## config.mk

```make
export PLATFORM = sky130hd
export DESIGN_NAME = fft_sample_ram
export DESIGN_NICKNAME = d
export VERILOG_FILES = /design/src/source/fft_pkg.sv /design/src/source/fft_sample_ram.sv
export VERILOG_INCLUDE_DIRS = /design/src /design/src/source
export SDC_FILE = /design/constraint.sdc
export NUM_CORES = 2
export LEC_CHECK = 0
export ABC_CLOCK_PERIOD_IN_PS = 3700
export BUFFER_PORTS_ARGS = -buffer_cell sky130_fd_sc_hd__clkbuf_2
export CAP_MARGIN = 20
export CORE_MARGIN = 2
export CORE_UTILIZATION = 40
export DETAILED_ROUTE_END_ITERATION = 8
export GPL_TIMING_DRIVEN = 0
export SYNTH_ARGS = -nofsm -noshare
export SYNTH_HDL_FRONTEND = slang
export SYNTH_SLANG_ARGS = --single-unit
```

## constraint.sdc

```tcl
create_clock -name clk -period 3.7 [get_ports clk]
set_input_delay 0.74 -clock clk [delete_from_list [all_inputs] [get_ports clk]]
set_output_delay 0.74 -clock clk [all_outputs]
set_load 0.005 [all_outputs]
```

## src/source/fft_settings.svh

```systemverilog
`ifndef FFT_SETTINGS_SVH
`define FFT_SETTINGS_SVH

// Transform geometry
`define FFT_POINTS  16
`define FFT_LOG2    4
`define FFT_IN_W    16
`define FFT_DATA_W  24
`define FFT_TW_FRAC 14

// APB register map in byte offsets
`define APB_ADDR_W  8
`define REG_CTRL    8'h00
`define REG_STATUS  8'h04
`define REG_IN_BASE 8'h40
`define REG_RE_BASE 8'h80
`define REG_IM_BASE 8'hC0

`endif

```

## src/source/fft_pkg.sv

```systemverilog
`include "fft_settings.svh"

package fft_pkg;

    typedef logic signed [`FFT_DATA_W-1:0] sample_t;
    typedef logic signed [`FFT_IN_W-1:0]   in_part_t;
    typedef logic [`FFT_LOG2-1:0]          addr_t;
    typedef logic [`FFT_LOG2-2:0]          tw_idx_t;   // Twiddle index m from 0 to 7
    typedef logic [$clog2(`FFT_LOG2)-1:0]  stage_t;

    typedef struct packed {
        sample_t re;
        sample_t im;
    } cplx_t;

    typedef struct packed {
        logic    valid;
        addr_t   addr_a;
        addr_t   addr_b;
        tw_idx_t tw_idx;
    } bfly_rd_t;

    typedef struct packed {
        logic  valid;
        addr_t addr_a;
        addr_t addr_b;
        cplx_t a;
        cplx_t b;
    } bfly_wr_t;

    typedef struct packed {
        logic  rd;
        logic  wr;
        addr_t addr;
        cplx_t data;
    } host_req_t;

    typedef enum logic [2:0] {IDLE, RUN, DRAIN, NEXT, DONE} fsm_state_t;

endpackage

```

## src/source/fft_sample_ram.sv

```systemverilog
`timescale 1ns/10ps
`include "fft_settings.svh"

module fft_sample_ram (
    input  logic               clk,
    input  logic               rst_n,
    input  fft_pkg::host_req_t host_req_i,
    output fft_pkg::cplx_t     host_rdata_o,
    input  fft_pkg::bfly_rd_t  eng_rd_i,
    output fft_pkg::cplx_t     eng_a_o,
    output fft_pkg::cplx_t     eng_b_o,
    output fft_pkg::bfly_rd_t  eng_rd_o,
    input  fft_pkg::bfly_wr_t  eng_wr_i
);

    fft_pkg::cplx_t    mem_q [`FFT_POINTS];
    fft_pkg::cplx_t    eng_a_q;
    fft_pkg::cplx_t    eng_b_q;
    fft_pkg::cplx_t    host_rdata_q;
    fft_pkg::bfly_rd_t eng_rd_q;

    // Engine writes a result pair, otherwise the host may load one word
    always_ff @(posedge clk) begin
        if (eng_wr_i.valid) begin
            mem_q[eng_wr_i.addr_a] <= eng_wr_i.a;
            mem_q[eng_wr_i.addr_b] <= eng_wr_i.b;
        end else if (host_req_i.wr) begin
            mem_q[host_req_i.addr] <= host_req_i.data;
        end
    end

    always_ff @(posedge clk) begin
        eng_a_q <= mem_q[eng_rd_i.addr_a];
        eng_b_q <= mem_q[eng_rd_i.addr_b];
        if (host_req_i.rd) host_rdata_q <= mem_q[host_req_i.addr];
    end

    // Read request is delayed one cycle so it lines up with its operands
    always_ff @(posedge clk or negedge rst_n) begin
        if (!rst_n) begin
            eng_rd_q <= '0;
        end else begin
            eng_rd_q <= eng_rd_i;
        end
    end

    assign eng_a_o      = eng_a_q;
    assign eng_b_o      = eng_b_q;
    assign eng_rd_o     = eng_rd_q;
    assign host_rdata_o = host_rdata_q;

endmodule

```

==> results.ini <==
[clocking]
cts_root_buf=clkbuf_16
htreeDepth=3
cts_tree=built
cts_inserted_buffers=110
clock_latency_ns=0.76
cts_setup_buffers=0
clk_pin_slew_ns=0.06
cts.sinks=924
cts_max_path_buffers=3

[synth]
synth_top_area_frac=0.455
synthAdderAreaFrac=0
synthDistinctLibCells=32
synth_compound_area_frac=0.0429
yosys.area_share.simple=0.0159
ys_seq_area_frac=0.497
synthXorXnorAreaFrac=0
syn_area_mm2=0.0538
ys_warn_count=0
synth_top_family_by_area=multiplexers
postSynthAreaPerCell_um2=16.8
netlist_instances=3198
synth_top_cell_by_area=edfxtp_1
muxShareOfSynthArea=0.413
synth.net_count=3371
ys_seq_elements=924
netlist_top_cells_area=edfxtp_1 (46%), mux4_2 (24%), mux2_2 (17%), a22oi_1 (4.0%), dfxtp_1 (3.6%)

[power_and_ir_drop]
powerDensity_mw_per_mm2=446
power.total_mw=28.2
leakagePower_nw=21.5
ir_drop_mv=0.405

[critical_path]
cp_max_fo=12
cp-start-kind=input port
path_cells=clkbuf_1 -> buf_2 -> nor4bb_1 -> a31oi_1 -> o22ai_4 -> buf_16 -> buf_16 -> buf_16
cp_slowest_cell=o22ai_4
endpoint_kind=flip-flop
crit_top_cell=buf_16
rrSetupSlack_ns=1.98
path_buf_inv=5
worst_ep_required_time_ns=4.14
cp_slowest_stage_delay_ns=0.83
worstPathArrival_ns=4.09
critPathTopFamily=buffers and inverters
crit_type=in -> reg

[global_routing]
grt_first_pass_wirelength_um=292000
grt_pass1_vias=36538
grt_max_degree=35
grt.overflow.total=0
antenna_found_initial=26
track_usage=0.311

[timing]
fin_crit_sh=0.986
setup_ws_ns=0.0506
maxSlewHeadroom=0.0852
slew_viol_final=0
fmax_mhz=274
skew_ns=0.0213
min_period_ns=3.65
setup_violations=0
final-hold-violation-count=0
grt_setup_unrepaired=no
tightest_slew_ns=1.37
holdWs_ns=0.0976

[status]
status=complete, but fails checks
violations=design-rule violations

[final_layout]
instances_no_fill=5587
final_nets=3884
syn_to_final_growth_pct=17.4
drive_gt1_frac=0.566

[floorplanning]
die_w_um=371
initial_core_util=0.403
rows=134
die_area_mm2=0.137
ios=329
die-height_um=371
core_area_mm2=0.133

[drt]
vias=37466
avgRoutedWirePerCell_um=38.7
drt_iter0_markers=5991
wirelength_um=216000
post_drt_via_cell_ratio=6.71
drc=2
first_pass_iters=8
postRouteAntennaNets=0

[placement]
dp_hpwl_um=144000
io_buffers=325
place_ws_ns=-0.525
place_inst=5352
gp_congestion=0.898

[flow_run]
cap_viol_max_count=0

[min_path]
holdCritPathClass=in -> reg

-- Yosys cell counts (all sizes together) --
cell    number
a22oi      288
nor4b        2
nor3b        1
nor4bb       3
nor2        14
o21bai       1
a21oi        1
nor2b        7
nand3b       2
a31oi        6
nand2      148
o32a         1
o22ai        9
dfrtp       12
and2b        1
nand2b       6
edfxtp     816
o21ai        6
dfxtp       96
clkbuf     176
mux2       816
buf        199
and4b        2
mux4       576
nand3        1
and2         3
or3          2
inv          3
-- per-layer routing --
metal,wire length (um),GRT usage
met3,28900,0.105
met2,97300,0.474
met4,11100,0.147
met5,208,0.00105
met1,78700,0.401
-- worst reg2reg max path: stages (launching register included) --
cell	delay, ns
edfxtp_1	0.42
mux4_2	0.52
a22oi_1	0.17
nand2_1	0.28
-- layout by cell type (no fill, tap or decap), types with 22 or more instances in the layout --
cell type / count
buf_16: 42
dfxtp_1: 96
a22oi_1: 288
clkbuf_16: 116
nand2_1: 148
buf_2: 163
clkbuf_2: 324
clkbuf_1: 206
edfxtp_1: 816
clkbuf_8: 22
buf_1: 27
mux2_2: 798
mux4_2: 576
-- metrics by stage --
step | instance area (um^2) | utilization | setup TNS, ns
4_1_cts | 63000 | 0.472 | 0
5_1_grt | 63200 | 0.473 | 0
3_5_place_dp | 59400 | 0.445 | -64.33
3_3_place_gp | 57700 | 0.432 | -3446.43
6_report | 63200 | 0.473 | 0
2_1_floorplan | 53800 | - | -377.77
-- path summary, 6_finish.rpt --
| kind | start | end | cells past startpoint |
|---|---|---|---|
| min in group asynchronous | rst_n | eng_rd_o[9] | 2 |
| max in group asynchronous | rst_n | eng_rd_o[0] | 2 |
| hold / removal | eng_rd_i[1] | eng_rd_o[1] | 1 |
| setup / recovery | host_req_i[49] | mem_q[6][46] | 8 |
| setup reg to reg | mem_q[15][34] | host_rdata_o[34] | 3 |
| hold reg to reg | mem_q[6][19] | eng_a_o[19] | 3 |
-- repair_timing --
action	CTS	global route
hold endpoints to repair	12	0
resized for setup	0	0
hold buffers	1	0
setup endpoints to repair	0	0
-- sequential cells by signal, indices dropped and copies added (netlist names) --
signal and cells:
eng_a_o 48, eng_b_o 48, eng_rd_o 12, host_rdata_o 48, mem_q 768
-- final cells by class --
cell class / count / area (um^2)
fillers: 11612 / 70300
multi-input cells: 1896 / 25600
inverters: 3 / 11.3
flip-flops and latches: 924 / 26700
clock buffers: 168 / 3320
plain buffers: 375 / 1670
well taps: 1768 / 2210
repair buffers: 401 / 3350
diodes: 11 / 27.5
clock inverters: 41 / 280
-- report_power, final --
group,switching [mW],internal [mW]
Sequential,0.347,12.2
Clock,4.70,6.25
Combinational,2.53,2.16
-- logic make-up after synthesis --
| group | Yosys count |
|---|---|
| AOI/OAI and AO/OA | 312 |
| buffers and inverters | 378 |
| DFF | 924 |
| muxes | 1392 |
| and+or+nand+nor | 192 |
Power figures use the tool's default switching activity.
