File: src/source/fft_settings.svh
`ifndef FFT_SETTINGS_SVH
`define FFT_SETTINGS_SVH

// Transform geometry
`define FFT_POINTS  16
`define FFT_LOG2    4
`define FFT_IN_W    16
`define FFT_DATA_W  24
`define FFT_TW_FRAC 14

// APB register map in byte offsets
`define APB_ADDR_W  8
`define REG_CTRL    8'h00
`define REG_STATUS  8'h04
`define REG_IN_BASE 8'h40
`define REG_RE_BASE 8'h80
`define REG_IM_BASE 8'hC0

`endif

File: src/source/fft_pkg.sv
`include "fft_settings.svh"

package fft_pkg;

    typedef logic signed [`FFT_DATA_W-1:0] sample_t;
    typedef logic signed [`FFT_IN_W-1:0]   in_part_t;
    typedef logic [`FFT_LOG2-1:0]          addr_t;
    typedef logic [`FFT_LOG2-2:0]          tw_idx_t;   // Twiddle index m from 0 to 7
    typedef logic [$clog2(`FFT_LOG2)-1:0]  stage_t;

    typedef struct packed {
        sample_t re;
        sample_t im;
    } cplx_t;

    typedef struct packed {
        logic    valid;
        addr_t   addr_a;
        addr_t   addr_b;
        tw_idx_t tw_idx;
    } bfly_rd_t;

    typedef struct packed {
        logic  valid;
        addr_t addr_a;
        addr_t addr_b;
        cplx_t a;
        cplx_t b;
    } bfly_wr_t;

    typedef struct packed {
        logic  rd;
        logic  wr;
        addr_t addr;
        cplx_t data;
    } host_req_t;

    typedef enum logic [2:0] {IDLE, RUN, DRAIN, NEXT, DONE} fsm_state_t;

endpackage

File: src/source/fft_butterfly.sv
`timescale 1ns/10ps
`include "fft_settings.svh"

module fft_butterfly (
    input  logic              clk,
    input  logic              rst_n,
    input  fft_pkg::bfly_rd_t rd_i,
    input  fft_pkg::cplx_t    a_i,
    input  fft_pkg::cplx_t    b_i,
    output fft_pkg::bfly_wr_t wr_o
);

    logic signed [15:0] tw_re;
    logic signed [15:0] tw_im;
    fft_pkg::sample_t   a_re;
    fft_pkg::sample_t   a_im;
    fft_pkg::sample_t   b_re;
    fft_pkg::sample_t   b_im;
    logic signed [40:0] prod_re;
    logic signed [40:0] prod_im;
    fft_pkg::sample_t   wb_re;
    fft_pkg::sample_t   wb_im;
    logic               valid_q;
    fft_pkg::addr_t     addr_a_q;
    fft_pkg::addr_t     addr_b_q;
    fft_pkg::cplx_t     a_q;
    fft_pkg::cplx_t     b_q;

    // W^m in Q1.14 with -sin as the imaginary part
    always_comb begin
        case (rd_i.tw_idx)
            3'd0:    {tw_re, tw_im} = {16'sd16384, 16'sd0};
            3'd1:    {tw_re, tw_im} = {16'sd15137, -16'sd6270};
            3'd2:    {tw_re, tw_im} = {16'sd11585, -16'sd11585};
            3'd3:    {tw_re, tw_im} = {16'sd6270, -16'sd15137};
            3'd4:    {tw_re, tw_im} = {16'sd0, -16'sd16384};
            3'd5:    {tw_re, tw_im} = {-16'sd6270, -16'sd15137};
            3'd6:    {tw_re, tw_im} = {-16'sd11585, -16'sd11585};
            default: {tw_re, tw_im} = {-16'sd15137, -16'sd6270};
        endcase
    end

    assign a_re = a_i.re;
    assign a_im = a_i.im;
    assign b_re = b_i.re;
    assign b_im = b_i.im;

    // Products are summed at full width before the floor shift
    assign prod_re = b_re * tw_re - b_im * tw_im;
    assign prod_im = b_re * tw_im + b_im * tw_re;
    assign wb_re   = fft_pkg::sample_t'(prod_re >>> `FFT_TW_FRAC);
    assign wb_im   = fft_pkg::sample_t'(prod_im >>> `FFT_TW_FRAC);

    always_ff @(posedge clk or negedge rst_n) begin
        if (!rst_n) begin
            valid_q <= 1'b0;
        end else begin
            valid_q <= rd_i.valid;
        end
    end

    always_ff @(posedge clk) begin
        addr_a_q <= rd_i.addr_a;
        addr_b_q <= rd_i.addr_b;
        a_q.re   <= a_re + wb_re;
        a_q.im   <= a_im + wb_im;
        b_q.re   <= a_re - wb_re;
        b_q.im   <= a_im - wb_im;
    end

    always_comb begin
        wr_o.valid  = valid_q;
        wr_o.addr_a = addr_a_q;
        wr_o.addr_b = addr_b_q;
        wr_o.a      = a_q;
        wr_o.b      = b_q;
    end

endmodule

File: config.mk
export PLATFORM = sky130hd
export DESIGN_NAME = fft_butterfly
export DESIGN_NICKNAME = d
export VERILOG_FILES = /design/src/source/fft_pkg.sv /design/src/source/fft_butterfly.sv
export VERILOG_INCLUDE_DIRS = /design/src /design/src/source
export SDC_FILE = /design/constraint.sdc
export NUM_CORES = 2
export LEC_CHECK = 0
export BUFFER_PORTS_ARGS = -buffer_cell sky130_fd_sc_hd__buf_2
export CORE_MARGIN = 10
export CORE_UTILIZATION = 40
export CTS_CLUSTER_SIZE = 30
export DETAILED_ROUTE_END_ITERATION = 6
export SYNTH_ARGS = -nofsm -noshare
export SYNTH_HDL_FRONTEND = slang
export SYNTH_SLANG_ARGS = --single-unit
File: constraint.sdc
create_clock -name clk -period 0.8 [get_ports clk]
set_clock_uncertainty 0.05 [all_clocks]
set_input_delay 0 -clock clk [delete_from_list [all_inputs] [get_ports clk]]
set_output_delay 0 -clock clk [all_outputs]
set_load 0.05 [all_outputs]
==> flow_metrics.env <==
export IMPL_outcome="complete, but fails checks"
export IMPL_violations="negative hold slack, negative setup slack"
export IMPL_synth_area_per_cell_um2=9.40
export IMPL_vias=43600
export IMPL_max_freq_ghz=0.112
export IMPL_async_reset_ff_share_pct=0.971
export IMPL_drt_met1_wl_um=76300
export IMPL_first_iter_violations=2435
export IMPL_start_util_pct=40.4
export IMPL_cts_buffers=9
export IMPL_required_ns=1.05
export IMPL_setup_worst_path_end_class="flop"
export IMPL_synth_top_family_by_area="adder cells"
export IMPL_synth_fa_ha_area_share_pct=65.1
export IMPL_syn_nets=8029
export IMPL_path_common_cell="fa_1"
export IMPL_ys_seq_area_share_pct=3.71
export IMPL_routed_top_layer="met5"
export IMPL_worstHoldStart="a_i[0]"
export IMPL_cts_sinks=103
export IMPL_cpMaxStageDelayCell="fa_2"
export IMPL_dr_pass1_iters=5
export IMPL_wl_um=192000
export IMPL_layout_nets=9415
export IMPL_clockBufferDepth=2
export IMPL_fin_cells=9109
export IMPL_synth_edff_count=0
export IMPL_wl_met2_um=92600
export IMPL_drive_gt1_share_pct=29.7
export IMPL_grt_max_degree=60
export IMPL_synth_seq_cells=103
export IMPL_antenna_found_initial=16
export IMPL_area_growth_pct=33.3
export IMPL_path_clk_slew_ns=0.09
export IMPL_antenna_left=0
export IMPL_drv_slew=0
export IMPL_pin_count=215
export IMPL_drcViolationCount=0
export IMPL_htreeDepth=3
export IMPL_wl_met3_um=13600
export IMPL_grt_setup_unrepaired="yes"
export IMPL_synthCells=5923
export IMPL_routabilityCongestion=0.984
export IMPL_min_to="wr_o[0]$_DFF_P_"
export IMPL_crit_fanout=27
export IMPL_die_area_um2=155000
export IMPL_hp_class="input pin to flop"
export IMPL_hold_viol=6
export IMPL_syn_area_um2=55700
export IMPL_arrival_ns=9.20
export IMPL_synthMuxAreaShare_pct=0
export IMPL_placed_cells=8918
export IMPL_hpwlAfterDp_um=169000
export IMPL_most_common_layout_cells="inv_1 (1855), fa_1 (1467), buf_4 (1167)"
export IMPL_setup_viol=199
export IMPL_grt_pass1_wl_um=292000
export IMPL_grt_use_total_pct=25.3
export IMPL_layout_commonest_cell="inv_1"
export IMPL_core_um2=138000
export IMPL_slew_headroom_pct=58.0
export IMPL_synth_compound_area_share_pct=3.61
export IMPL_wl_per_cell_um=21.1
export IMPL_ys_types=76
export IMPL_num_rows=136
export IMPL_period_minus_slack_ns=8.95
export IMPL_die_h_um=393
export IMPL_path_class="input pin to flop"
export IMPL_post_route_period_util_pct=1120
export IMPL_drv_cap=0
export IMPL_synth_simple_area_share_pct=10.2
export IMPL_grt_pass1_vias=48000
export IMPL_cts_tree="yes"
export IMPL_fin_ws_ns=-8.15
export IMPL_clockRootBuffer="clkbuf_16"
export IMPL_grt_remaining_overflow=0
export IMPL_start_kind="input pin"
export IMPL_avgViaCountPerCell=4.79
export IMPL_synth_warnings=0
export IMPL_die_width_um=393
export IMPL_tightest_slew_ns=0.630
export IMPL_hold_buffers=11
export IMPL_yosys_area_share_xor_xnor_pct=3.27
export IMPL_synth_flop_cell="dfxtp_1"
export IMPL_critPathMaxStageDelay_ns=0.64
export IMPL_min_path_cells=4
export IMPL_hold_worst_slack_ns=-0.0664
export IMPL_io_buffers=214
-- state kept, by name, indices dropped and copies added, names as in the netlist --
name and count:
valid_q 1, wr_o 94, addr_a_q 4, addr_b_q 4
-- final cells by class --
class	instances	area, um2
antenna	1	2.50
clock buffer	10	229
clock inverter	6	53.8
fill	12300	63600
inverter	1908	7210
multi-input combinational	3732	48900
sequential	103	2190
tap	1794	2240
timing repair buffer	1555	13500
-- kinds of logic (layout without fill, tap and decap cells) --
| family | count (synthesis) | count (layout) |
|---|---|---|
| buffers and inverters | 2088 | 3479 |
| adders and majority gates | 1996 | 1996 |
| and+or+nand+nor | 1225 | 1225 |
| AOI/OAI and AO/OA | 308 | 308 |
| xor gates and xnor gates | 203 | 203 |
| DFF | 103 | 103 |
| other | 0 | 1 |
-- cell usage after synthesis, types with 11 or more instances --
cell         n  share of area, %
clkbuf_1   153               1.0
fa_1      1502                54
xor2_1      53              0.83
xnor2_1    147               2.3
buf_1       14             0.094
nand2_1    496               3.3
nor2b_1     12              0.13
a21o_1      40              0.54
a31oi_1     11              0.12
inv_1     1903                13
nand2b_1    33              0.37
and2_1     214               2.4
nor3_1      20              0.18
o21bai_1    27              0.36
nand3_1     44              0.40
o21ai_0     41              0.37
nor2_1     280               1.9
and3_1      64              0.72
or3_1       37              0.42
ha_1       494                11
dfxtp_1    102               3.7
a21oi_1    106              0.95
-- worst max-delay path by stage --
stage                       start               end  slack, ns  cells past startpoint
after floorplan           rd_i[2]  wr_o[47]$_DFF_P_      -8.03                     35
after global placement    rd_i[1]  wr_o[47]$_DFF_P_      -9.02                     40
after detailed placement  rd_i[1]  wr_o[47]$_DFF_P_      -9.16                     40
after CTS                 rd_i[1]  wr_o[22]$_DFF_P_      -8.10                     39
after global routing      rd_i[1]  wr_o[70]$_DFF_P_      -8.48                     44
final                     rd_i[1]  wr_o[22]$_DFF_P_      -8.15                     36
-- worst max-delay path: cells and delay by family --
family                   cells  cell delay (ns)
AO/OA/AOI/OAI                8             1.62
buffers and inverters        9             0.96
AND/OR/NAND/NOR              6             1.34
adder cells (fa/ha/maj)     10             4.67
XOR/XNOR                     3             0.56
-- routing by layer --
metal	track usage, %	vias up
met1	32.5	22300
met3	4.97	292
li1	-	19600
met5	0	-
met4	10.6	22
met2	41.5	1356
-- what timing repair did --
item	4_1_cts	5_1_grt
setup buffers	104	75
endpoints found under the setup margin	199	199
resized for setup	806	281
gates cloned	9	1
endpoints found under the hold margin	15	5
pin swaps	212	254
-- through the flow --
stage                     util (%)  setup WS (ns)  hold WS [ns]  cell area (um2)  setup TNS (ns)
after detailed placement      49.4          -9.16        -0.274            68100         -770.21
after global placement        49.4          -9.02        -0.275            68100         -758.70
final                         53.9          -8.15       -0.0664            74300         -707.08
after CTS                     52.6          -8.10       -0.0982            72500         -703.54
after global routing          53.9          -8.48       -0.0574            74300         -735.96
after floorplan                  -          -8.03        -0.346            56600         -668.61
Power is not shown: default switching activity piles up to over one toggle a cycle in this logic, so the estimate is an artifact.
