`src/source/fft_settings.svh`:
```
`ifndef FFT_SETTINGS_SVH
`define FFT_SETTINGS_SVH

// Transform geometry
`define FFT_POINTS  16
`define FFT_LOG2    4
`define FFT_IN_W    16
`define FFT_DATA_W  24
`define FFT_TW_FRAC 14

// APB register map in byte offsets
`define APB_ADDR_W  8
`define REG_CTRL    8'h00
`define REG_STATUS  8'h04
`define REG_IN_BASE 8'h40
`define REG_RE_BASE 8'h80
`define REG_IM_BASE 8'hC0

`endif

```
`src/source/fft_pkg.sv`:
```
`include "fft_settings.svh"

package fft_pkg;

    typedef logic signed [`FFT_DATA_W-1:0] sample_t;
    typedef logic signed [`FFT_IN_W-1:0]   in_part_t;
    typedef logic [`FFT_LOG2-1:0]          addr_t;
    typedef logic [`FFT_LOG2-2:0]          tw_idx_t;   // Twiddle index m from 0 to 7
    typedef logic [$clog2(`FFT_LOG2)-1:0]  stage_t;

    typedef struct packed {
        sample_t re;
        sample_t im;
    } cplx_t;

    typedef struct packed {
        logic    valid;
        addr_t   addr_a;
        addr_t   addr_b;
        tw_idx_t tw_idx;
    } bfly_rd_t;

    typedef struct packed {
        logic  valid;
        addr_t addr_a;
        addr_t addr_b;
        cplx_t a;
        cplx_t b;
    } bfly_wr_t;

    typedef struct packed {
        logic  rd;
        logic  wr;
        addr_t addr;
        cplx_t data;
    } host_req_t;

    typedef enum logic [2:0] {IDLE, RUN, DRAIN, NEXT, DONE} fsm_state_t;

endpackage

```
`src/source/fft_addr_gen.sv`:
```
`timescale 1ns/10ps

module fft_addr_gen (
    input  logic               clk,
    input  logic               rst_n,
    input  logic               step_i,
    input  fft_pkg::stage_t    stage_i,
    output fft_pkg::bfly_rd_t  rd_o,
    output logic               stage_last_o
);

    logic [2:0]     cnt_q;     // Butterfly j within the stage
    fft_pkg::addr_t half;
    fft_pkg::addr_t k;
    fft_pkg::addr_t grp;
    fft_pkg::addr_t addr_a;
    fft_pkg::addr_t tw_full;

    always_ff @(posedge clk or negedge rst_n) begin
        if (!rst_n) begin
            cnt_q <= '0;
        end else if (step_i) begin
            cnt_q <= cnt_q + 3'd1;   // Wraps after butterfly 7
        end
    end

    always_comb begin
        half    = fft_pkg::addr_t'(1) << stage_i;
        k       = {1'b0, cnt_q} & (half - fft_pkg::addr_t'(1));
        grp     = {1'b0, cnt_q} >> stage_i;
        addr_a  = ((grp << stage_i) << 1) | k;
        tw_full = k << (2'd3 - stage_i);
    end

    always_comb begin
        rd_o.valid  = step_i;
        rd_o.addr_a = addr_a;
        rd_o.addr_b = addr_a + half;
        rd_o.tw_idx = tw_full[2:0];
    end

    assign stage_last_o = step_i & (cnt_q == 3'd7);

endmodule

```
`config.mk`:
```
export PLATFORM = sky130hd
export DESIGN_NAME = fft_addr_gen
export DESIGN_NICKNAME = d
export VERILOG_FILES = /design/src/source/fft_pkg.sv /design/src/source/fft_addr_gen.sv
export VERILOG_INCLUDE_DIRS = /design/src /design/src/source
export SDC_FILE = /design/constraint.sdc
export NUM_CORES = 1
export LEC_CHECK = 0
export ABC_AREA = 1
export ABC_CLOCK_PERIOD_IN_PS = 2220
export BUFFER_PORTS_ARGS = -buffer_cell sky130_fd_sc_hd__buf_2
export CORE_AREA = 2 2 39 41
export DETAILED_ROUTE_END_ITERATION = 7
export DIE_AREA = 0 0 41 43
export PLACE_DENSITY = 0.5
export SYNTH_ARGS = -nofsm -noshare
export SYNTH_HDL_FRONTEND = slang
export SYNTH_SLANG_ARGS = --single-unit
export TNS_END_PERCENT = 100
```
`constraint.sdc`:
```
create_clock -name clk -period 2.22 [get_ports clk]
set_input_delay 0.222 -clock clk [delete_from_list [all_inputs] [get_ports clk]]
set_output_delay 0.222 -clock clk [all_outputs]
set_load 0.01 [all_outputs]
```
==> summary.md, run 1 <==
| Metric | Value |
|---|---|
| Iteration-0 DRC Markers | `2` |
| Hpwl dp | `596 um` |
| RSZ-0062 raised after global routing | `false` |
| Initial antenna violation count | `0` |
| Num CTS Buffers | `3` |
| Setup-failing EPs final | `0` |
| Seq cells post-synth | `3` |
| Post-synth top area share | `21.3%` |
| Setup TNS | `0 ns` |
| Antenna Nets Post-Route | `0` |
| Ys flop type | `dfrtp_1` |
| Setup CP Type | `reg -> out` |
| Period Utilization, post-route | `80.1%` |
| Crit path max fanout | `4` |
| GP Congestion | `0.725` |
| IO Port Bufs | `17` |
| Largest net degree at the start of global routing | `10` |
| Max Fclk | `0.562 GHz` |
| H-Tree Depth | `1` |
| Post-placement cell count | `81` |
| Final Max Slew Viols | `0` |
| Max-cap viol count | `0` |
| Buf+Inv Stages, Crit Path | `2` |
| Die Area | `1760 um^2` |
| Initial Utilization | `25.5%` |
| CTS root buf | `clkbuf_4` |
| Via count | `360` |
| Die Y | `43 um` |
| Setup Skew | `0.000149 ns` |
| # DRC | `0` |
| CP max stage delay | `0.41 ns` |
| Placement Setup Slack | `0.657 ns` |
| Leakage Power | `0.302 nW` |
| # IOs | `18` |
| Final worst path period need | `1.78 ns` |
| Post-synth top area cell | `dfrtp_1` |
| Overall routed net length | `702 um` |
| Sequential fraction of the synthesis area | `21.3%` |
| Bufs on Longest Clock Path | `2` |
| Hold Path Class | `in -> reg` |
| Worst IR drop on VDD | `472 uV` |
| Synth cell count leaders | `nand2_1, inv_1, nor2_1, ha_1` |
| Worst Path Required | `2.00 ns` |
| Post-Layout Cell Count | `86` |
| Wire per inst | `8.16 um` |
| CP Launch Type | `flop` |
| Area grow syn2layout | `35.8%` |
| Slowest cell on crit path | `fa_1` |
| Final setup margin | `0.441 ns` |
| Worst path cell trace | `inv_1, o21ai_2, fa_1, xor2_1, buf_2` |
| Max reg flops | `3` |
| Mapped Area | `353 um^2` |
| Count leader, synth | `nand2_1` |
| Syn nets | `60` |
| Layout cells sized above 1 | `37.1%` |
| Synth unique cells | `17` |
| Ys async rst share | `100%` |
| DR vias/cell | `4.19` |
| Clock net sink count | `3` |
| Standard-cell row count | `14` |
| Final net count | `81` |
| Syn Inst Count | `50` |
| Drt pass-1 iters | `4` |
| Die X | `41 um` |
| Power density over the cells | `1060 nW/um^2` |
| Vias in the first global route | `299` |
| Top post-synthesis cells by area | `dfrtp_1, ha_1, nand2_1` |
| Crit end category | `primary output` |
| Core area | `1380 um^2` |
| Syn Area/Cell | `7.06 um^2` |
| Hold Vio Cnt, Final | `0` |
| Clock latency on the worst-skew pair | `0.23 ns` |
| Total gr overflow | `0` |
| Fin util | `34.6%` |
| Post-CTS Setup Inserts | `0` |
| GRT Overall Usage | `9.47%` |
| Biggest regs | `cnt_q (3)` |
| Worst EP arrival | `1.56 ns` |
| Most flop-heavy register | `cnt_q` |
| Status | `complete, no violations` |
| Post-synth EDFFs | `0` |
| # diodes | `0` |
| Yosys warning count | `0` |
| Reg clk slew, reported paths | `0.03 ns` |
| Delay-heaviest family, CP | `adder cells` |
| CTS tree | `yes` |
| First-pass GRT wire length | `1160 um` |
final cells by class:
cell class,instances,area [um^2]
sequential,3,75.1
fill,155,905
multi-input combinational,36,229
clock buffer,4,26.3
tap,16,20.0
inverter,9,33.8
timing repair buffer,18,95.1
per-layer routing:
metal  vias up  global-route usage, %  routed length (um)
met4         0                   6.00                   0
li1        195                      -                   -
met2        13                   14.1                 347
met1       152                   12.3                 299
met3         0                   1.05                  54
met5         -                      0                   0
cell families (layout without fill, tap and decap cells):
group	Yosys count	count (layout)	share of synthesized area (%)
AOI/OAI and AO/OA	7	7	12.4
xor gates and xnor gates	2	2	4.97
adders and majority gates	5	5	19.9
buffers and inverters	11	31	13.8
DFF	3	3	21.3
other	1	1	1.06
and+or+nand+nor	21	21	26.6
final timing paths:
| path | from | endpoint | slack, ns | cells after the start |
|---|---|---|---|---|
| worst min register to register | cnt_q[0] | cnt_q[0] | 0.56 | 1 |
| worst max-delay path | cnt_q[1] | rd_o[5] | 0.44 | 5 |
| min in group asynchronous | rst_n | cnt_q[2] | 0.32 | 2 |
| worst max register to register | cnt_q[0] | cnt_q[2] | 1.05 | 4 |
| max in group asynchronous | rst_n | cnt_q[0] | 1.79 | 2 |
| worst min-delay path | step_i | cnt_q[0] | 0.25 | 2 |
what timing repair did:
| item | in CTS | in global routing |
|---|---|---|
| resized for setup | 0 | 0 |
| hold buffers | 1 | 0 |
| hold endpoints to repair | 3 | 0 |
layout by cell type (no fill, tap or decap), drive strengths merged, types with 2 or more instances in the layout:
cell type / synthesis / final
nand3: 4 / 4
buf: 2 / 17
dfrtp: 3 / 3
clkbuf: 0 / 4
o21ai: 5 / 5
nor2: 5 / 5
nand2: 12 / 12
xor2: 2 / 2
inv: 9 / 9
ha: 4 / 4
power breakdown:
group / switching (W) / total (W) / internal, W / leakage (nW)
clock network: 0.0000262 / 0.0000934 / 0.0000672 / 0.0150
registers: 0.0000303 / 0.000113 / 0.0000825 / 0.0363
logic: 0.000173 / 0.000301 / 0.000128 / 0.251
metrics by stage:
stage          power [W]  instance area (um^2)  hold WS [ns]
2_1_floorplan   0.000313                   353       -0.0736
3_3_place_gp    0.000418                   443        0.0211
3_5_place_dp    0.000418                   443        0.0222
4_1_cts         0.000521                   479         0.249
5_1_grt         0.000567                   479         0.270
6_report        0.000507                   479         0.254
No activity file was read; power rests on OpenSTA's default activity.
==> run 2: changes to the inputs <==
--- a/config.mk
+++ b/config.mk
@@ -6,8 +6,8 @@
 export SDC_FILE = /design/constraint.sdc
 export NUM_CORES = 1
 export LEC_CHECK = 0
-export ABC_AREA = 1
-export ABC_CLOCK_PERIOD_IN_PS = 2220
+export ABC_AREA = 0
+export ABC_CLOCK_PERIOD_IN_PS = 1800
 export BUFFER_PORTS_ARGS = -buffer_cell sky130_fd_sc_hd__buf_2
 export CORE_AREA = 2 2 39 41
 export DETAILED_ROUTE_END_ITERATION = 7
==> constraint.sdc (replaced) <==
create_clock -name clk -period 1.8 [get_ports clk]
set_input_delay 0.18 -clock clk [delete_from_list [all_inputs] [get_ports clk]]
set_output_delay 0.18 -clock clk [all_outputs]
set_load 0.01 [all_outputs]
==> run 2 against run 1 <==
Net effect: register-to-register slack worse by 0.61 ns; worst hold slack worse by 0.064 ns; synthesized area is 2.5% lower; first-iteration DRC count grew to 3.5 times the previous value; critical endpoint is now rd_o[6].
==> summary.md, run 2 <==
| Metric | Value |
|---|---|
| Status | `complete, no violations` |
| Setup CP Type | `reg -> out` |
| Worst IR drop on VDD | `593 uV` |
| Hold Vio Cnt, Final | `0` |
| Final net count | `70` |
| Post-synth top area cell | `dfrtp_1` |
| Final worst path period need | `1.68 ns` |
| Overall routed net length | `697 um` |
| Hpwl dp | `545 um` |
| Period Utilization, post-route | `93.5%` |
| Final Max Slew Viols | `0` |
| Core area | `1380 um^2` |
| Post-synth EDFFs | `0` |
| Die Area | `1760 um^2` |
| Die Y | `43 um` |
| CTS tree | `yes` |
| Max-cap viol count | `0` |
| Wire per inst | `9.29 um` |
| IO Port Bufs | `17` |
| Total gr overflow | `0` |
| Biggest regs | `cnt_q (3)` |
| Initial Utilization | `24.9%` |
| Combinational share of power | `64.5%` |
| Standard-cell row count | `14` |
| Syn nets | `48` |
| Post-synth top area share | `21.8%` |
| Net Sw Frac | `41.8%` |
| Clock net sink count | `3` |
| # DRC | `0` |
| Most frequent cells in the layout | `buf_2, nand2_1, xor2_1, ha_1, clkbuf_4` |
| Setup TNS | `0 ns` |
| Syn Inst Count | `38` |
| Post-CTS Setup Inserts | `0` |
| Leakage Power | `0.261 nW` |
| DP Area | `438 um^2` |
| Sequential fraction of the synthesis area | `21.8%` |
| Post-route cell area | `502 um^2` |
| Max Fclk | `0.594 GHz` |
| Iteration-0 DRC Markers | `7` |
| Hold Path Stages | `2` |
| Drt pass-1 iters | `4` |
| Sw power | `0.000295 W` |
| Most Crowded Layer GR | `met2` |
| GP Congestion | `0.663` |
| Initial antenna violation count | `0` |
| Largest net degree at the start of global routing | `14` |
| # diodes | `0` |
| Antenna Nets Post-Route | `0` |
| Syn Area/Cell | `9.05 um^2` |
| Register area | `76.3 um^2` |
| DR vias/cell | `4.28` |
| Vias in the first global route | `279` |
| GRT Overall Usage | `9.67%` |
| R2r worst-path depth | `4` |
| Area of the multi-input gates | `265 um^2` |
| Bufs on Longest Clock Path | `2` |
| # IOs | `18` |
| CP Launch Type | `flop` |
| Layout cells sized above 1 | `50.8%` |
| Filler Cells Inserted | `162` |
| First-pass GRT wire length | `1100 um` |
| Die X | `41 um` |
| Met3 GRT Util | `3.14%` |
| Clk network pwr share | `16.8%` |
| Ys async rst share | `100%` |
| Max reg flops | `3` |
| Mapped Area | `344 um^2` |
| Num CTS Buffers | `3` |
| Seq cells post-synth | `3` |
| Crit path max fanout | `5` |
| Hold slack | `0.189 ns` |
| Clock latency on the worst-skew pair | `0.23 ns` |
| Yosys warning count | `0` |
| Most common cell after layout, fill and taps aside | `buf_2` |
| Top post-synthesis cells by area | `dfrtp_1, ha_1, xor2_1` |
| Met2 track demand over resource | `12.8%` |
| Power density over the cells | `1410 nW/um^2` |
| Area grow syn2layout | `45.8%` |
| Crit end category | `primary output` |
| H-Tree Depth | `1` |
| Ys flop type | `dfrtp_1` |
| Int Power | `0.000411 W` |
| Flop pwr share | `18.8%` |
| Fin util | `36.3%` |
| Met1 Track Usage GR | `12.0%` |
| Setup-failing EPs final | `0` |
| Via count | `321` |
| Hold Path Class | `in -> reg` |
| Synth unique cells | `22` |
| Most flop-heavy register | `cnt_q` |
| Worst EP arrival | `1.50 ns` |
| Reg clk slew, reported paths | `0.04 ns` |
| Worst Path Required | `1.62 ns` |
| Setup Skew | `0.00342 ns` |
| CTS root buf | `clkbuf_4` |
| Synth cell count leaders | `ha_1, nand2_1, dfrtp_1, o21ai_0, xor2_1` |
-- run 2: path summary, 6_finish.rpt --
| check | start | end | slack (ns) |
|---|---|---|---|
| max | cnt_q[1] | rd_o[6] | 0.12 |
| min | step_i | cnt_q[0] | 0.19 |
| max reg2reg | cnt_q[0] | cnt_q[2] | 0.44 |
| min reg2reg | cnt_q[0] | cnt_q[0] | 0.58 |
| max in group asynchronous | rst_n | cnt_q[1] | 1.41 |
| min in group asynchronous | rst_n | cnt_q[0] | 0.27 |
-- run 2: cells by family after synthesis --
family | share of synthesized area (%)
AND/OR/NAND/NOR | 15.3
AO/OA/AOI/OAI | 16.0
adder cells (fa/ha/maj) | 20.4
buffers and inverters | 8.72
XOR/XNOR | 7.64
multiplexers | 9.09
flip-flops | 21.8
other | 1.09
-- run 2: stage by stage --
stage | std cells | power (W) | worst slack [ns]
after detailed placement | 70 | 0.000559 | 0.121
after global placement | 70 | 0.000561 | 0.165
after global routing | 75 | 0.000800 | -0.0187
final | 75 | 0.000706 | 0.117
after floorplan | 38 | 0.000388 | 0.106
after CTS | 75 | 0.000694 | 0.00955
-- run 2: power by group through the flow --
stage / logic, W / registers [W] / clock network (W)
after floorplan: 0.000244 / 0.000144 / 0
after global placement: 0.000429 / 0.000133 / 0
after detailed placement: 0.000428 / 0.000131 / 0
after CTS: 0.000440 / 0.000130 / 0.000125
after global routing: 0.000533 / 0.000139 / 0.000128
final: 0.000455 / 0.000132 / 0.000118
-- run 2: critical path, stage by stage (launching register included) --
cell     delay, ns
dfrtp_2       0.39
inv_2         0.05
o21ai_2       0.19
ha_4          0.23
a21oi_2       0.12
xor2_1        0.14
buf_2         0.14
-- run 2: metal layers --
metal	share of wire (%)	routed length, um
met2	45	312
met5	0	0
met3	7.0	49
met1	46	318
met4	2.4	17
-- run 2: final cells by class --
type                            instances  share of cell area [%]
Tap cell                               16                    3.99
Multi-Input combinational cell         31                    52.9
Inverter                                1                   0.748
Timing Repair Buffer                   20                    21.9
Clock buffer                            4                    5.24
Sequential cell                         3                    15.2
-- run 2: timing repair --
action | 4_1_cts | 5_1_grt
hold buffers | 1 | 0
pin swaps | 0 | 1
resized for setup | 3 | 6
endpoints found under the setup margin | 3 | 2
hold endpoints to repair | 3 | 0
