===== config.mk =====
export PLATFORM = sky130hd
export DESIGN_NAME = fft_ctrl_fsm
export DESIGN_NICKNAME = d
export VERILOG_FILES = /design/src/source/fft_pkg.sv /design/src/source/fft_ctrl_fsm.sv
export VERILOG_INCLUDE_DIRS = /design/src /design/src/source
export SDC_FILE = /design/constraint.sdc
export NUM_CORES = 1
export LEC_CHECK = 0
export ABC_AREA = 0
export BUFFER_PORTS_ARGS = -buffer_cell sky130_fd_sc_hd__buf_2
export CAP_MARGIN = 5
export CELL_PAD_IN_SITES_DETAIL_PLACEMENT = 1
export CELL_PAD_IN_SITES_GLOBAL_PLACEMENT = 2
export CORE_AREA = 2 2 39 41
export DETAILED_ROUTE_END_ITERATION = 10
export DIE_AREA = 0 0 41 43
export PLACE_DENSITY = 0.68
export SKIP_CTS_REPAIR_TIMING = 1
export SLEW_MARGIN = 20
export SYNTH_ARGS = -nofsm -noshare
export SYNTH_HDL_FRONTEND = slang
export SYNTH_SLANG_ARGS = --single-unit

===== constraint.sdc =====
create_clock -name clk -period 2.7 [get_ports clk]
set_input_delay 0.54 -clock clk [delete_from_list [all_inputs] [get_ports clk]]
set_output_delay 0.54 -clock clk [all_outputs]
set_load 0.005 [all_outputs]

===== src/source/fft_settings.svh =====
`ifndef FFT_SETTINGS_SVH
`define FFT_SETTINGS_SVH

// Transform geometry
`define FFT_POINTS  16
`define FFT_LOG2    4
`define FFT_IN_W    16
`define FFT_DATA_W  24
`define FFT_TW_FRAC 14

// APB register map in byte offsets
`define APB_ADDR_W  8
`define REG_CTRL    8'h00
`define REG_STATUS  8'h04
`define REG_IN_BASE 8'h40
`define REG_RE_BASE 8'h80
`define REG_IM_BASE 8'hC0

`endif


===== src/source/fft_pkg.sv =====
`include "fft_settings.svh"

package fft_pkg;

    typedef logic signed [`FFT_DATA_W-1:0] sample_t;
    typedef logic signed [`FFT_IN_W-1:0]   in_part_t;
    typedef logic [`FFT_LOG2-1:0]          addr_t;
    typedef logic [`FFT_LOG2-2:0]          tw_idx_t;   // Twiddle index m from 0 to 7
    typedef logic [$clog2(`FFT_LOG2)-1:0]  stage_t;

    typedef struct packed {
        sample_t re;
        sample_t im;
    } cplx_t;

    typedef struct packed {
        logic    valid;
        addr_t   addr_a;
        addr_t   addr_b;
        tw_idx_t tw_idx;
    } bfly_rd_t;

    typedef struct packed {
        logic  valid;
        addr_t addr_a;
        addr_t addr_b;
        cplx_t a;
        cplx_t b;
    } bfly_wr_t;

    typedef struct packed {
        logic  rd;
        logic  wr;
        addr_t addr;
        cplx_t data;
    } host_req_t;

    typedef enum logic [2:0] {IDLE, RUN, DRAIN, NEXT, DONE} fsm_state_t;

endpackage


===== src/source/fft_ctrl_fsm.sv =====
`timescale 1ns/10ps
`include "fft_settings.svh"

module fft_ctrl_fsm (
    input  logic            clk,
    input  logic            rst_n,
    input  logic            start_i,
    input  logic            stage_last_i,
    output logic            step_o,
    output fft_pkg::stage_t stage_o,
    output logic            busy_o,
    output logic            done_o
);

    fft_pkg::fsm_state_t state_q;
    fft_pkg::stage_t     stage_q;
    logic                drain_q;
    logic                last_stage;

    assign last_stage = stage_q == fft_pkg::stage_t'(`FFT_LOG2 - 1);

    always_ff @(posedge clk or negedge rst_n) begin
        if (!rst_n) begin
            state_q <= fft_pkg::IDLE;
            stage_q <= '0;
            drain_q <= 1'b0;
        end else begin
            case (state_q)
                fft_pkg::IDLE, fft_pkg::DONE: begin
                    if (start_i) begin
                        state_q <= fft_pkg::RUN;
                        stage_q <= '0;
                    end
                end
                fft_pkg::RUN: begin
                    if (stage_last_i) begin
                        state_q <= fft_pkg::DRAIN;
                        drain_q <= 1'b0;
                    end
                end
                fft_pkg::DRAIN: begin
                    drain_q <= ~drain_q;
                    if (drain_q) state_q <= fft_pkg::NEXT;   // Two gap cycles let the pipeline empty
                end
                fft_pkg::NEXT: begin
                    if (last_stage) begin
                        state_q <= fft_pkg::DONE;
                        stage_q <= '0;
                    end else begin
                        state_q <= fft_pkg::RUN;
                        stage_q <= stage_q + fft_pkg::stage_t'(1);
                    end
                end
                default: state_q <= fft_pkg::IDLE;
            endcase
        end
    end

    // NEXT already issues the first butterfly of the following stage
    assign step_o  = (state_q == fft_pkg::RUN) | ((state_q == fft_pkg::NEXT) & ~last_stage);
    assign stage_o = (state_q == fft_pkg::NEXT) ? stage_q + fft_pkg::stage_t'(1) : stage_q;
    assign busy_o  = state_q inside {fft_pkg::RUN, fft_pkg::DRAIN, fft_pkg::NEXT};
    assign done_o  = state_q == fft_pkg::DONE;

endmodule


==> results of run 1 <==
[worst reg2reg max path: cells and delay by family (launching register included)]
family           cells  cell delay (ps)
AO/OA/AOI/OAI        1               70
flip-flops           1              480
AND/OR/NAND/NOR      2              500
[kinds of logic (layout without fill, tap and decap cells)]
kind of cell	after synthesis	after routing	share of synthesized area, %
buffers and inverters	2	12	2.45
XOR/XNOR	1	1	2.45
AND/OR/NAND/NOR	15	15	28.7
multiplexers	1	1	4.19
AO/OA/AOI/OAI	9	9	16.8
adder cells (fa/ha/maj)	1	1	3.50
flip-flops	6	6	42.0
[routing by layer]
| metal | vias up | routed length, µm | global-route usage [%] |
|---|---|---|---|
| met5 | - | 0 | 0 |
| met4 | 0 | 13 | 10.0 |
| met3 | 2 | 50 | 5.24 |
| met2 | 8 | 379 | 17.2 |
| met1 | 135 | 340 | 14.5 |
| li1 | 145 | - | - |
[Yosys cell counts]
| library cell | count | share of area [%] |
|---|---|---|
| ha_1 | 1 | 3.5 |
| and3b_1 | 1 | 2.4 |
| a21oi_1 | 3 | 4.2 |
| a211o_1 | 1 | 2.4 |
| and2_1 | 1 | 1.7 |
| buf_2 | 1 | 1.4 |
| a211oi_1 | 1 | 2.1 |
| a32o_1 | 1 | 2.8 |
| inv_1 | 1 | 1.0 |
| dfrtp_1 | 6 | 42 |
| nand3b_1 | 2 | 4.2 |
| o22ai_1 | 1 | 1.7 |
| nor2b_4 | 1 | 3.8 |
| nor3b_1 | 1 | 2.1 |
| xnor2_1 | 1 | 2.4 |
| nor2_1 | 4 | 4.2 |
| nand3b_2 | 1 | 3.1 |
| nand2b_1 | 4 | 7.0 |
| mux2_4 | 1 | 4.2 |
| o31ai_1 | 1 | 2.1 |
| o21ai_0 | 1 | 1.4 |
[through the flow]
stage | utilization (%) | setup WS (ps) | total power [mW]
detailed placement | 29.8 | 957 | 0.396
global route | 31.5 | 620 | 0.526
CTS | 31.5 | 675 | 0.488
finish | 31.5 | 691 | 0.479
floorplan | - | 1140 | 0.325
global placement | 29.8 | 989 | 0.386
[area by class of cell]
class                           count  share of cell area, %
Multi-Input combinational cell     27                   45.7
Clock buffer                        3                   5.17
Timing Repair Buffer                8                   9.20
Sequential cell                     6                   34.5
Inverter                            1                  0.862
Tap cell                           16                   4.60
[registers in the layout (all words and copies together), names as in the netlist]
name,flops
stage_q,2
state_q,3
drain_q,1
[worst max path at each step]
stage	from	endpoint	slack, ps	cells after the start
after floorplan	state_q[2]	stage_o[1]	1140	2
after global placement	state_q[2]	stage_o[1]	990	3
after detailed placement	state_q[2]	stage_o[1]	960	3
after CTS	state_q[2]	stage_o[1]	680	3
after global routing	state_q[2]	stage_o[1]	620	3
final	state_q[2]	stage_o[1]	690	3
[report_power, final]
| group | switching [mW] | leakage, nW | internal [mW] |
|---|---|---|---|
| sequential | 0.0558 | 0.0771 | 0.124 |
| combinational | 0.0918 | 0.123 | 0.120 |
| clock | 0.0369 | 0.0138 | 0.0506 |
| total | 0.184 | 0.214 | 0.295 |
==> flow_metrics.tcl, run 1 <==
set metrics [dict create \
    final_area_um2 435 \
    reg2reg_to "stage_q[0]" \
    layout_common_cells "buf_2 (8), dfrtp_1 (6), nor2_1 (4), nand2b_1 (4)" \
    critPathArrivalTime_ps 1470 \
    syn_nets 40 \
    cts_tree "yes" \
    hold_path.class "primary input to asynchronous set/reset pin" \
    p_leak_nw 0.214 \
    tns_ps 0 \
    synth_cell_types 21 \
    critical_path.slowest_cell "dfrtp_1" \
    layout.cells.non_filler 61 \
    syn_area_per_cell_um2 10.2 \
    cp.required_ps 2160 \
    wl_per_cell_um 12.8 \
    critPathTopFamily "flip-flops" \
    die_x_um 41 \
    reg2reg_from "state_q[0]" \
    gp_congestion 0.741 \
    viasPerCell 4.75 \
    h-tree-depth 1 \
    critPathMaxFanout 7 \
    syn2layout_area_growth_pct 21.7 \
    worstPathCellList "nand3b_2 -> mux2_4 -> buf_2" \
    fp.dieH_um 43 \
    ant_nets 0 \
    nFillCells 169 \
    via_count 290 \
    drtIter0Drc 2 \
    seqCellArea_um2 150 \
    status "complete, no violations" \
    slew_viol_final 0 \
    start_kind "flop" \
    rr_worst_depth 3 \
    clk_pin_slew_ps 50 \
    path_buf_inv 1 \
    rsz0062_at_grt "no" \
    drive_gt1_share_pct 31.1 \
    reg2reg_slack_ps 1530 \
    cts_buffers 3 \
    dp.cells 58 \
    overflow 0 \
    ios 9 \
    synth_warnings 0 \
    drv_cap 0 \
    fp.dieArea_um2 1760 \
    core_um2 1380 \
    clock_path_buffers 2 \
    layout_commonest_cell "buf_2" \
    grt_pass1_vias 316 \
    num_rows 14 \
    worst_pin_slew_ps 320 \
    synth_seq_area_share_pct 42.0 \
    syn_inst 35 \
    nets 52 \
    setup_viol 0 \
    ys_seq_elements 6 \
    cpPeakStageDelay_ps 450 \
    wl_um 783 \
    period_minus_slack_ps 2010 \
    power.density_nw_per_um2 1100 \
    antenna_found_initial 0 \
    hold_viol 0 \
    end_kind "output port" \
    clock_latency_ps 250 \
    skew_ps 1.37 \
    maxSlewHeadroom_pct 78.7 \
    hold_slack_ps 99.5 \
    cts-root-buf "clkbuf_4" \
    placement.io_buffers 8 \
    diodes 0 \
    ir_drop_v 0.000348 \
    remaining_drc_errors 0 \
    grt_pass1_wl_um 1420 \
    crit_type "flop to output port" \
    placed_area_um2 413 \
    drtPass1Iterations 2 \
    fmaxAchievable_mhz 498 \
    finalCritPeriodShare_pct 74.4 \
    grt_max_degree 11 \
    cts.sinks 6 \
    start_util_pct 25.9 \
    multi_input_area_um2 199 \
    syn_area_um2 358 \
    track_usage_pct 12.6 \
]
Note: power is estimated with default switching activity, not from simulation.
==> inputs of run 2 (changes only) <==
ABC_AREA = 1   (was 0)
CORE_AREA = unset   (was 2 2 39 41)
CORE_UTILIZATION = 25   (was unset)
DIE_AREA = unset   (was 0 0 41 43)
PLACE_DENSITY = 0.7   (was 0.68)
clock period = 1.9 ns   (was 2.7 ns; I/O delays follow)
==> run 2 against run 1 <==
  * Worst hold slack better by 340 ps
  * Global-route usage up 1.5 points
  * Total power up 39%
  * Largest power group unchanged
  * Setup slack worse by 410 ps
  * Non-clock buffer count up 1
  * Combinational power up 58%
  * Critical path depth up 1
  * Critical path type unchanged
==> flow_metrics.tcl, run 2 <==
set metrics [dict create \
    synth_common_cells "nand2_1 (12), inv_1 (9), dfrtp_1 (6)" \
    diodes 0 \
    start_kind "flop" \
    dp.cells 72 \
    drive_gt1_share_pct 26.2 \
    tns_ps 0 \
    power_frac_comb_pct 49.9 \
    via_count 346 \
    synth_edf_count 0 \
    regMostFlops "state_q" \
    grt_pass1_wl_um 1360 \
    worst_pin_slew_ps 204 \
    clock_latency_ps 240 \
    ios 9 \
    syn2layout_area_growth_pct 25.3 \
    p_leak_nw 0.256 \
    nFillCells 169 \
    setup_viol 0 \
    ir_drop_v 0.000472 \
    status "complete, no violations" \
    maxSlewHeadroom_pct 86.4 \
    critPathTopFamily "flip-flops" \
    track_usage_pct 14.0 \
    synthTopCellsByArea "dfrtp_1 (42%), nand2_1 (13%), inv_1 (9.4%)" \
    hold_slack_ps 439 \
    critical_path.slowest_cell "dfrtp_1" \
    synthMuxAreaShare_pct 0 \
    ys.flop_type "dfrtp_1" \
    gp_congestion 0.636 \
    largestRegisters "state_q (3), stage_q (2), drain_q (1)" \
    power.density_nw_per_um2 1480 \
    synth_cell_types 15 \
    largest_reg_flops 3 \
    period_minus_slack_ps 1620 \
    cts.sinks 6 \
    syn_nets 54 \
    path_buf_inv 2 \
    cts_buffers 3 \
    syn_area_um2 360 \
    core_um2 1320 \
    synth_adder_area_share_pct 3.47 \
    fp.dieArea_um2 1600 \
    clock_power_share_pct 17.1 \
    cp.required_ps 1520 \
    slew_viol_final 0 \
    h-tree-depth 1 \
    overflow 0 \
    num_rows 13 \
    cts_tree "yes" \
    synth.most_common_cell "nand2_1" \
    yosys.area.top_type "dfrtp_1" \
    synth-async-reset-ratio_pct 100 \
    finalCritPeriodShare_pct 85.1 \
    cts-root-buf "clkbuf_4" \
    syn_inst 49 \
    clk_pin_slew_ps 40 \
    setup_ws_ps 283 \
    drtIter0Drc 2 \
    fmaxAchievable_mhz 619 \
    remaining_drc_errors 0 \
    die_x_um 40.0 \
    synth_warnings 0 \
    synth_seq_area_share_pct 41.7 \
    power_frac_seq_pct 33.0 \
    end_kind "output port" \
    grt_pass1_vias 319 \
    synthXorXnorAreaFrac_pct 2.43 \
    synth-simple-area-share_pct 31.3 \
    start_util_pct 27.4 \
    worstPathCellList "inv_2 -> nand3_1 -> xor2_1 -> buf_2" \
    switching_share_pct 42.1 \
    crit_type "flop to output port" \
    hold_path.class "primary input to flop" \
    pre_cts_ws_ps 514 \
    ys_seq_elements 6 \
    synth_top_family_by_area "simple AND/OR/NAND/NOR gates" \
    antenna_found_initial 0 \
    intPower_mw 0.387 \
    hpwl_um 660 \
    drtPass1Iterations 2 \
    synth_compound_area_share_pct 10.8 \
    syn_area_per_cell_um2 7.35 \
    hold_viol 0 \
    p_switching_mw 0.282 \
    layout_common_cells "nand2_1 (12), inv_1 (9), buf_2 (8), dfrtp_1 (6), nand3_1 (5)" \
    viasPerCell 4.55 \
    clock_path_buffers 2 \
    nets 68 \
    wl_um 816 \
    placement.io_buffers 8 \
    layout_commonest_cell "nand2_1" \
    grt_max_degree 8 \
    ant_nets 0 \
    skew_ps 3.63 \
    layout.cells.non_filler 76 \
    synth_top_area_share_pct 41.7 \
    critPathArrivalTime_ps 1240 \
    critPathMaxFanout 6 \
    rsz0062_at_grt "no" \
    drv_cap 0 \
    wl_per_cell_um 10.7 \
    cpPeakStageDelay_ps 430 \
    fp.dieH_um 40.0 \
]
==> run 2: final cells by class <==
type	instances	area, µm²	share of cell area (%)
clock buffer	3	22.5	4.99
inverter	10	37.5	8.31
multi-input combinational	33	173	38.2
sequential	6	150	33.2
tap	15	18.8	4.16
timing repair buffer	9	50.0	11.1
==> run 2: stage by stage <==
stage               utilization, %  cell area [µm²]  power [mW]
global placement              31.8              419       0.562
finish                        34.3              452       0.668
floorplan                        -              360       0.446
global route                  34.3              452       0.745
CTS                           33.5              442       0.683
detailed placement            31.8              419       0.563
==> run 2: per-layer routing <==
metal	global-route usage, %	share of wire (%)	vias up
met1	19.4	51	153
met3	1.67	3.4	5
met4	15.5	4.5	0
met5	0	0	-
met2	17.3	41	8
li1	-	-	180
==> run 2: cells by family (layout without fill, tap and decap cells) <==
group	after synthesis	after routing
simple gates	25	25
buf+inv	10	22
compound gates	6	6
flops	6	6
fa+ha+maj	1	1
xor+xnor	1	1
==> run 2: worst paths after layout <==
kind / slack [ps] / cells past startpoint / startpoint / endpoint
hold reg to reg: 550 / 2 / drain_q / drain_q
setup reg to reg: 790 / 4 / state_q[0] / stage_q[0]
hold / removal: 440 / 3 / stage_last_i / state_q[1]
min in group asynchronous: 500 / 2 / rst_n / state_q[1]
setup / recovery: 280 / 4 / state_q[2] / stage_o[0]
max in group asynchronous: 1260 / 2 / rst_n / stage_q[1]
==> run 2: power by group through the flow <==
stage	registers [mW]	clock network, mW	logic (mW)
floorplan	0.212	0	0.234
global placement	0.222	0	0.340
finish	0.221	0.114	0.334
CTS	0.220	0.121	0.342
global route	0.230	0.121	0.394
detailed placement	0.223	0	0.341
==> run 2: worst min-delay path, delay by kind of cell <==
kind	cells	cell delay, ps
compound gates	1	100
buf+inv	2	150
==> inputs of run 3 (changes only) <==
--- a/constraint.sdc
+++ b/constraint.sdc
@@ -3,2 +3,2 @@
 set_output_delay 0.38 -clock clk [all_outputs]
-set_load 0.005 [all_outputs]
+set_load 0.01 [all_outputs]
==> run 3 against run 2 <==
  * Flip-flop and latch count stayed put
  * Sequential power barely moved
  * Core utilization unchanged
  * Design area stayed put
  * Total power up 3.4%
  * Via count decreased by 2.6%
  * Sequential share of layout area unchanged
  * Clock skew barely moved
  * Final cell count unchanged
  * First-iteration DRC count is 50% lower
  * Critical endpoint unchanged
  * Routed wire length is 3.1% lower
==> flow_metrics.tcl, run 3 (same netlist as run 2, synthesis figures left out) <==
set metrics [dict create \
    reg2reg_slack_ps 770 \
    start_kind "flop" \
    cp.required_ps 1520 \
    critical_path.slowest_cell "dfrtp_1" \
    remaining_drc_errors 0 \
    critPathLaunch "state_q[2]" \
    hpwl_um 672 \
    cts.sinks 6 \
    rsz0062_at_grt "no" \
    end_kind "output port" \
    use_met3_pct 1.67 \
    ir_drop_v 0.000595 \
    gp_congestion 0.636 \
    power.density_nw_per_um2 1530 \
    finalCritPeriodShare_pct 85.8 \
    drv_cap 0 \
    num_rows 13 \
    fp.dieH_um 40.0 \
    wl_per_cell_um 10.4 \
    clk_pin_slew_ps 40 \
    critPathTopFamily "flip-flops" \
    critPathMaxFanout 6 \
    layout_common_cells "nand2_1 (12), inv_1 (9), buf_2 (8), dfrtp_1 (6), nand3_1 (5)" \
    cts_buffers 3 \
    grt_pass1_vias 344 \
    start_util_pct 27.4 \
    wl_um 791 \
    clock_latency_ps 240 \
    use_met1_pct 20.5 \
    placed_area_um2 419 \
    overflow 0 \
    viasPerCell 4.43 \
    syn2layout_area_growth_pct 25.3 \
    maxSlewHeadroom_pct 86.8 \
    drtPass1Iterations 2 \
    regMostFlops "state_q" \
    drtIter0Drc 1 \
    drive_gt1_share_pct 26.2 \
    critPathArrivalTime_ps 1250 \
    top_usage_layer "met1" \
    h-tree-depth 1 \
    met2_usage_pct 19.8 \
    rr_worst_depth 4 \
    dp.cells 72 \
    cpPeakStageDelay_ps 430 \
    diodes 0 \
    cts-root-buf "clkbuf_4" \
    via_count 337 \
    core_um2 1320 \
    layout_commonest_cell "nand2_1" \
    ant_nets 0 \
    crit_cells 4 \
    placement.io_buffers 8 \
    p_leak_nw 0.256 \
    setup_viol 0 \
    track_usage_pct 14.4 \
    final_area_um2 452 \
    status "complete, no violations" \
    fp.dieArea_um2 1600 \
    cts_tree "yes" \
    layout.cells.non_filler 76 \
    worstPathCellList "inv_2 -> nand3_1 -> xor2_1 -> buf_2" \
    hold_path.class "primary input to flop" \
    skew_ps 3.26 \
    fmaxAchievable_mhz 614 \
    period_minus_slack_ps 1630 \
    grt_max_degree 8 \
    crit_type "flop to output port" \
    die_x_um 40.0 \
    largestRegisters "state_q (3), stage_q (2), drain_q (1)" \
    antenna_found_initial 0 \
    reg2reg_to "stage_q[0]" \
    reg2reg_from "state_q[0]" \
    slew_viol_final 0 \
    nets 68 \
    grt_pass1_wl_um 1440 \
    worst_pin_slew_ps 198 \
    clock_path_buffers 2 \
    hold_viol 0 \
    crit_end "stage_o[0]" \
    ios 9 \
    largest_reg_flops 3 \
    path_buf_inv 2 \
    tns_ps 0 \
]
run 3: cell counts in the layout (fill, tap and decap cells not counted):
No cell type changed its count.
run 3: tightest hold or removal path: stages:
cell and delay, ps:
buf_2 90, inv_1 60, o21ai_1 90
run 3: worst min path at each step:
stage / from / cells after the start / slack (ps) / to
floorplan: rst_n / 0 / 80 / drain_q
global placement: rst_n / 1 / 210 / state_q[2]
detailed placement: rst_n / 1 / 210 / state_q[2]
CTS: rst_n / 1 / -50 / state_q[1]
global route: stage_last_i / 3 / 460 / state_q[1]
finish: stage_last_i / 3 / 440 / state_q[1]
run 3: area by class of cell:
cell class,count,area [µm²]
fillers,170,866
inverters,10,37.5
well taps,15,18.8
repair buffers,9,50.0
clock buffers,3,22.5
flip-flops and latches,6,150
multi-input cells,33,173
run 3: metrics by stage:
stage | hold slack [ps] | util (%) | setup WS (ps) | total power, mW
floorplan | 84.4 | - | 671 | 0.468
global placement | 209 | 31.8 | 485 | 0.585
detailed placement | 208 | 31.8 | 513 | 0.585
CTS | -53.9 | 33.5 | 246 | 0.704
global route | 459 | 34.3 | 150 | 0.777
finish | 437 | 34.3 | 270 | 0.691
run 3: power breakdown:
| part | switching [mW] | internal [mW] |
|---|---|---|
| sequential | 0.0454 | 0.176 |
| clock | 0.0427 | 0.0712 |
| combinational | 0.215 | 0.141 |
run 3: per-layer routing:
layer | part of all wire (%) | vias to the layer above
li1 | - | 179
met1 | 51 | 149
met2 | 43 | 7
met3 | 2.5 | 2
met4 | 2.7 | 0
met5 | 0 | -
